### src/layers_pkg.sv
package layers_pkg;

    // configuration register map, one register for now
    typedef enum logic [4:0] {
        CFG_LAYERS = 5'd0,
        CFG_NONE   = 5'd31
    } cfg_addr_e;

    // frame control states
    typedef enum logic [1:0] {
        ST_IDLE,
        ST_ACCUM,
        ST_FLUSH
    } ctrl_state_e;

    // layer register contents
    typedef struct packed {
        logic       relu;
        logic [7:0] pool_size;
        logic [7:0] shift;
    } layer_cfg_t;

    // field positions inside cfg_data
    localparam int CFG_RELU_BIT  = 16;
    localparam int CFG_POOL_LSB  = 8;
    localparam int CFG_SHIFT_LSB = 0;

endpackage

### src/layers_if.sv


// finished sum vector, valid/ready hand-off from mac to post
interface layers_acc_if #(
    parameter int DEPTH_NB  = 16,
    parameter int GROUP_NB  = 4,
    parameter int IMG_WIDTH = 16,
    parameter int KER_WIDTH = 16
);
    localparam int ACC_WIDTH = IMG_WIDTH + KER_WIDTH + 1 + $clog2(GROUP_NB + 1);

    logic [DEPTH_NB*ACC_WIDTH-1:0] acc;
    layers_pkg::layer_cfg_t        cfg;
    logic                          val;
    logic                          rdy;

    modport source  (output acc, cfg, val, input rdy);
    modport sink    (input acc, cfg, val, output rdy);
    // control only watches the hand-off to leave the flush state
    modport monitor (input val, rdy);
endinterface

### src/layers_post.sv
`timescale 1ns/10ps

module layers_post #(
    parameter int DEPTH_NB  = 16,
    parameter int GROUP_NB  = 4,
    parameter int IMG_WIDTH = 16,
    parameter int KER_WIDTH = 16
) (
    input  logic                          clk,
    input  logic                          reset,
    layers_acc_if.sink                    acc,
    output logic [IMG_WIDTH*DEPTH_NB-1:0] result_bus,
    output logic                          result_val,
    input  logic                          result_rdy
);
    localparam int ACC_WIDTH = IMG_WIDTH + KER_WIDTH + 1 + $clog2(GROUP_NB + 1);
    localparam logic signed [ACC_WIDTH-1:0] SAT_MAX =
        (ACC_WIDTH'(1) << (IMG_WIDTH - 1)) - ACC_WIDTH'(1);
    localparam logic signed [ACC_WIDTH-1:0] SAT_MIN = ~SAT_MAX;

    logic                        capture;
    logic                        pool_done;
    logic [7:0]                  pool_size_eff;
    logic [7:0]                  pool_cnt;
    logic signed [ACC_WIDTH-1:0] shifted [DEPTH_NB];
    logic signed [ACC_WIDTH-1:0] rectified [DEPTH_NB];
    logic signed [IMG_WIDTH-1:0] clipped [DEPTH_NB];
    logic signed [IMG_WIDTH-1:0] pooled [DEPTH_NB];
    logic signed [IMG_WIDTH-1:0] pool_max [DEPTH_NB];

    // free to take a vector unless a result is still waiting
    assign acc.rdy = !result_val || result_rdy;
    assign capture = acc.val && acc.rdy;

    // pool size 0 behaves like 1
    assign pool_size_eff = (acc.cfg.pool_size == 8'd0) ? 8'd1 : acc.cfg.pool_size;
    assign pool_done     = (pool_cnt == pool_size_eff - 8'd1);

    always_comb begin
        for (int d = 0; d < DEPTH_NB; d++) begin
            shifted[d] = $signed(acc.acc[d*ACC_WIDTH +: ACC_WIDTH]) >>> acc.cfg.shift;
            // relu clamps negatives to zero
            if (acc.cfg.relu && shifted[d][ACC_WIDTH-1]) begin
                rectified[d] = '0;
            end else begin
                rectified[d] = shifted[d];
            end
            if (rectified[d] > SAT_MAX) begin
                clipped[d] = SAT_MAX[IMG_WIDTH-1:0];
            end else if (rectified[d] < SAT_MIN) begin
                clipped[d] = SAT_MIN[IMG_WIDTH-1:0];
            end else begin
                clipped[d] = rectified[d][IMG_WIDTH-1:0];
            end
            // first vector of a pool window starts the running max
            if (pool_cnt == 8'd0 || clipped[d] > pool_max[d]) begin
                pooled[d] = clipped[d];
            end else begin
                pooled[d] = pool_max[d];
            end
        end
    end

    always_ff @(posedge clk) begin
        if (reset) begin
            result_val <= 1'b0;
            pool_cnt   <= 8'd0;
        end else begin
            if (capture && pool_done) begin
                result_val <= 1'b1;
            end else if (result_rdy) begin
                result_val <= 1'b0;
            end
            if (capture) begin
                pool_cnt <= pool_done ? 8'd0 : pool_cnt + 8'd1;
            end
        end
    end

    always_ff @(posedge clk) begin
        if (capture) begin
            for (int d = 0; d < DEPTH_NB; d++) begin
                pool_max[d] <= pooled[d];
                if (pool_done) begin
                    result_bus[d*IMG_WIDTH +: IMG_WIDTH] <= pooled[d];
                end
            end
        end
    end

endmodule

### src/flat_wrapper.sv
// flat-port wrapper written by rule: the top's interface ports become plain ports
module layers_post_flat 
#(
    parameter int DEPTH_NB  = 16,
    parameter int GROUP_NB  = 4,
    parameter int IMG_WIDTH = 16,
    parameter int KER_WIDTH = 16
)
  (clk, reset, result_bus, result_val, result_rdy, acc_acc, acc_cfg, acc_val, acc_rdy);
  layers_acc_if #(.DEPTH_NB(DEPTH_NB), .GROUP_NB(GROUP_NB), .IMG_WIDTH(IMG_WIDTH), .KER_WIDTH(KER_WIDTH)) acc_i ();
  input  logic clk;
  input  logic reset;
  output logic [IMG_WIDTH*DEPTH_NB-1:0] result_bus;
  output logic result_val;
  input  logic result_rdy;
  input wire logic [$bits(acc_i.acc)-1:0] acc_acc;
  input wire logic [$bits(acc_i.cfg)-1:0] acc_cfg;
  input wire logic [$bits(acc_i.val)-1:0] acc_val;
  output wire logic [$bits(acc_i.rdy)-1:0] acc_rdy;
  assign acc_i.acc = acc_acc;
  assign acc_i.cfg = acc_cfg;
  assign acc_i.val = acc_val;
  assign acc_rdy = acc_i.rdy;
  layers_post #(.DEPTH_NB(DEPTH_NB), .GROUP_NB(GROUP_NB), .IMG_WIDTH(IMG_WIDTH), .KER_WIDTH(KER_WIDTH)) u_core (.clk(clk), .reset(reset), .acc(acc_i), .result_bus(result_bus), .result_val(result_val), .result_rdy(result_rdy));
endmodule
### config.mk
export PLATFORM = sky130hd
export DESIGN_NAME = layers_post_flat
export DESIGN_NICKNAME = d
export VERILOG_FILES = /design/src/layers_pkg.sv /design/src/layers_if.sv /design/src/layers_post.sv /design/src/flat_wrapper.sv
export SDC_FILE = /design/constraint.sdc
export NUM_CORES = 2
export LEC_CHECK = 0
export ABC_AREA = 1
export BUFFER_PORTS_ARGS = -buffer_cell sky130_fd_sc_hd__buf_2
export CORE_MARGIN = 8
export CORE_UTILIZATION = 46
export DETAILED_ROUTE_END_ITERATION = 16
export PLACE_DENSITY = 0.65
export REMOVE_ABC_BUFFERS = 1
export SLEW_MARGIN = 20
export SYNTH_ARGS = -nofsm -noshare
export SYNTH_HDL_FRONTEND = slang
export SYNTH_SLANG_ARGS = --single-unit
### constraint.sdc
create_clock -name clk -period 34.7 [get_ports clk]
set_clock_uncertainty 0.05 [all_clocks]
set_input_delay 5.205 -clock clk [delete_from_list [all_inputs] [get_ports clk]]
set_output_delay 5.205 -clock clk [all_outputs]
set_load 0.01 [all_outputs]
==> metrics.md <==
| Metric | Value |
|---|---|
| Max VDD drop | `0.05318 mV` |
| GPL Wtd Cong | `1.018` |
| Internal | `0.001484 W` |
| Number of global-route vias before repair | `78210` |
| Post-route DRC | `0` |
| Fin nets | `12739` |
| Leak | `36.68 nW` |
| Async set-or-reset flop fraction in the synthesized netlist | `0` |
| Hold WC Path Type | `flip-flop to flip-flop` |
| Fraction of layout instances using a drive strength above 1 | `0.09578` |
| Register bit total from synthesis | `521` |
| Top cells by instance count after synthesis | `4592 x nand2_1, 2586 x nand3_1, 664 x a21oi_1` |
| Initial Utilization | `0.4639` |
| Area leader, netlist | `nand2_1` |
| Area after DPL | `71260 um^2` |
| HPWL after DPL | `226700 um` |
| Fin area | `73460 um^2` |
| Die Area | `159700 um^2` |
| Initial antenna violation count | `28` |
| WP data arrival | `12.49 ns` |
| Crit end category | `flip-flop` |
| Sequential area share after synthesis | `0.2298` |
| Reg clk slew, reported paths | `0.07 ns` |
| CP Class | `primary input to flip-flop` |
| Routed wire per std cell | `22.06 um` |
| Top_reg_cell synth | `edfxtp_1` |
| Post-synth EDFFs | `512` |
| R2R setup slack | `30.97 ns` |
| Sequential power share | `0.304` |
| CP peak stage delay | `0.87 ns` |
| Area of the multi-input gates | `45740 um^2` |
| Die X | `399.6 um` |
| IO buf count | `854` |
| Setup-failing EPs final | `0` |
| Critical path peak fanout | `121` |
| # hold bufs at CTS | `0` |
| Final Max Slew Viols | `0` |
| Clock sink total | `521` |
| Ranking of synthesized cells by area | `nand2_1 25%, edfxtp_1 23%, nand3_1 19%` |
| CTS resizes | `0` |
| Status | `finished, final reports clean` |
| Max_cap viols | `0` |
| FP Rows | `140` |
| DRT antenna net count | `0` |
| # fillers | `15667` |
| Cts bufs inserted | `66` |
| Die height | `399.6 um` |
| Yosys cell types | `66` |
| Root Driver | `clkbuf_16` |
| Gate power share | `0.423` |
| Clk_lat worst skew | `0.72 ns` |
| First-pass GRT wire length | `457300 um` |
| CP max-delay cell | `buf_4` |
| PwrDens | `35.27 nW/um^2` |
| CP delay by family, top | `simple AND/OR/NAND/NOR gates` |
| Final worst path period share | `0.3473` |
| Initial DRC count | `10265` |
| CTS max path bufs | `3` |
| Synth Area per Inst | `5.775 um^2` |
| CP required | `35.14 ns` |
| Critical path buffers and inverters | `5` |
| Top cell type's share of synthesized area | `0.2546` |
| Fmax | `82.97 MHz` |
| Warning count from the yosys run | `0` |
| Critical path startpoint category | `primary input` |
| Total Neg Setup Slack | `0 ns` |
| H-tree depth | `3` |
| Cell with the most instances after synthesis | `nand2_1` |
| RSZ-0062 raised after global routing | `false` |
| Post-CTS Setup Inserts | `0` |
| I/O pins | `855` |
| Via density | `6.039` |
| GRT Overall Usage | `0.3617` |
| Psw | `0.001107 W` |
| Largest net degree at the start of global routing | `203` |
| Mapped Cells | `11722` |
| CTS tree | `yes` |
| Sw Ratio | `0.4271` |
| Total congestion overflow | `0` |
| Area Growth Syn to Fin | `8.511%` |
| Final Routed Wirelength | `306000 um` |
| Post-synthesis cell area | `67690 um^2` |
| Cell mode on critical path | `nand2_1` |
| Clock power share | `0.273` |
| Fin. Hold Viols | `0` |
| Worst-Margin Slew | `1.074 ns` |
| Vias | `83772` |
| Max-slew headroom | `0.2831` |
| FF+latch area | `15550 um^2` |
| Final Critical Period | `12.05 ns` |
| Core area | `145900 um^2` |
| DR pass1 iterations | `9` |
[state kept, by name, summed over array words and instances (netlist names)]
register,flops
u_core.result_val,1
u_core.pool_max,256
u_core.result_bus,256
u_core.pool_cnt,8
[area by class of cell]
cell class,count,share of cell area
multi-input combinational,9712,0.6227
clock inverter,41,0.005876
clock buffer,78,0.02339
sequential,521,0.2118
inverter,637,0.03345
antenna,20,0.0006813
timing repair buffer,945,0.06946
tap,1917,0.03265
[per-stage QoR]
step	hold slack [ns]	setup slack (ns)	total power, W	cells	util
floorplan	0.4057	9.612	0.001515	10870	-
global placement	0.4167	22.27	0.001854	13732	0.4883
detailed placement	0.4327	22.21	0.001864	13732	0.4883
CTS	0.4422	22.95	0.002578	13851	0.5031
global route	0.4764	22.01	0.002749	13856	0.5032
finish	0.4460	22.65	0.002591	13871	0.5034
[final timing paths]
path | start | endpoint | depth (start not counted)
max | acc_cfg[0] | u_core.pool_max[2][15]$_DFFE_PP_ | 30
min | u_core.pool_cnt[0]$_SDFFE_PP0P_ | u_core.pool_cnt[0]$_SDFFE_PP0P_ | 2
max reg2reg | u_core.pool_max[9][11]$_DFFE_PP_ | u_core.pool_max[9][15]$_DFFE_PP_ | 8
min reg2reg | u_core.pool_cnt[0]$_SDFFE_PP0P_ | u_core.pool_cnt[0]$_SDFFE_PP0P_ | 2
[layout by cell type, fill, tap and decap left out, drive strengths merged, types with 7 or more instances in the layout]
cell type     n
a22oi        16
o211ai      131
a21oi       667
o22ai         9
o31ai         9
a21o          7
o21ai       614
clkbuf       78
nor3         46
xor2         11
diode        20
a31oi        18
clkinv       38
dfxtp         9
nand4        68
buf         945
a221oi       11
nor2        411
nand3      2586
edfxtp      512
ha          259
and2         31
nand2      4631
inv         633
or2          18
a211oi       20
mux2i        37
o21a         20
o221ai       24
nand3b       16
[power groups by stage]
stage,Combinational (W),Clock [W],Sequential [W]
4_1_cts,0.00107,0.000719,0.000787
5_1_grt,0.00122,0.000738,0.000792
6_report,0.00110,0.000706,0.000787
3_3_place_gp,0.00106,0,0.000799
3_5_place_dp,0.00106,0,0.000799
2_1_floorplan,0.000718,0,0.000797
[cells by family (layout without fill, tap and decap cells)]
| kind of cell | after synthesis | in the layout | share of synthesized area |
|---|---|---|---|
| mux | 37 | 37 | 0.005471 |
| simple gates | 7821 | 7821 | 0.4907 |
| other cells | 0 | 20 | 0 |
| fa+ha+maj | 259 | 259 | 0.04787 |
| compound gates | 1579 | 1579 | 0.1289 |
| buf+inv | 1489 | 1701 | 0.09528 |
| flops | 521 | 521 | 0.2298 |
| xor+xnor | 16 | 16 | 0.002070 |
[worst register-to-register path, cell delays in order, from the launching register on]
cell      delay, ns
edfxtp_1       0.34
inv_1          0.05
ha_1           0.29
nand2_1        0.07
inv_1          0.06
nand3_1        0.14
o41ai_4        0.94
nand2_1        0.68
o21ai_0        0.81
[metal layers]
layer / wire length, um / share of wire / GRT usage
met5: 118 / 0.00039 / 0
met4: 18970 / 0.062 / 0.1937
met1: 123900 / 0.40 / 0.4704
met2: 131000 / 0.43 / 0.5567
met3: 31950 / 0.10 / 0.08197
(Power assumes the default switching activity.)
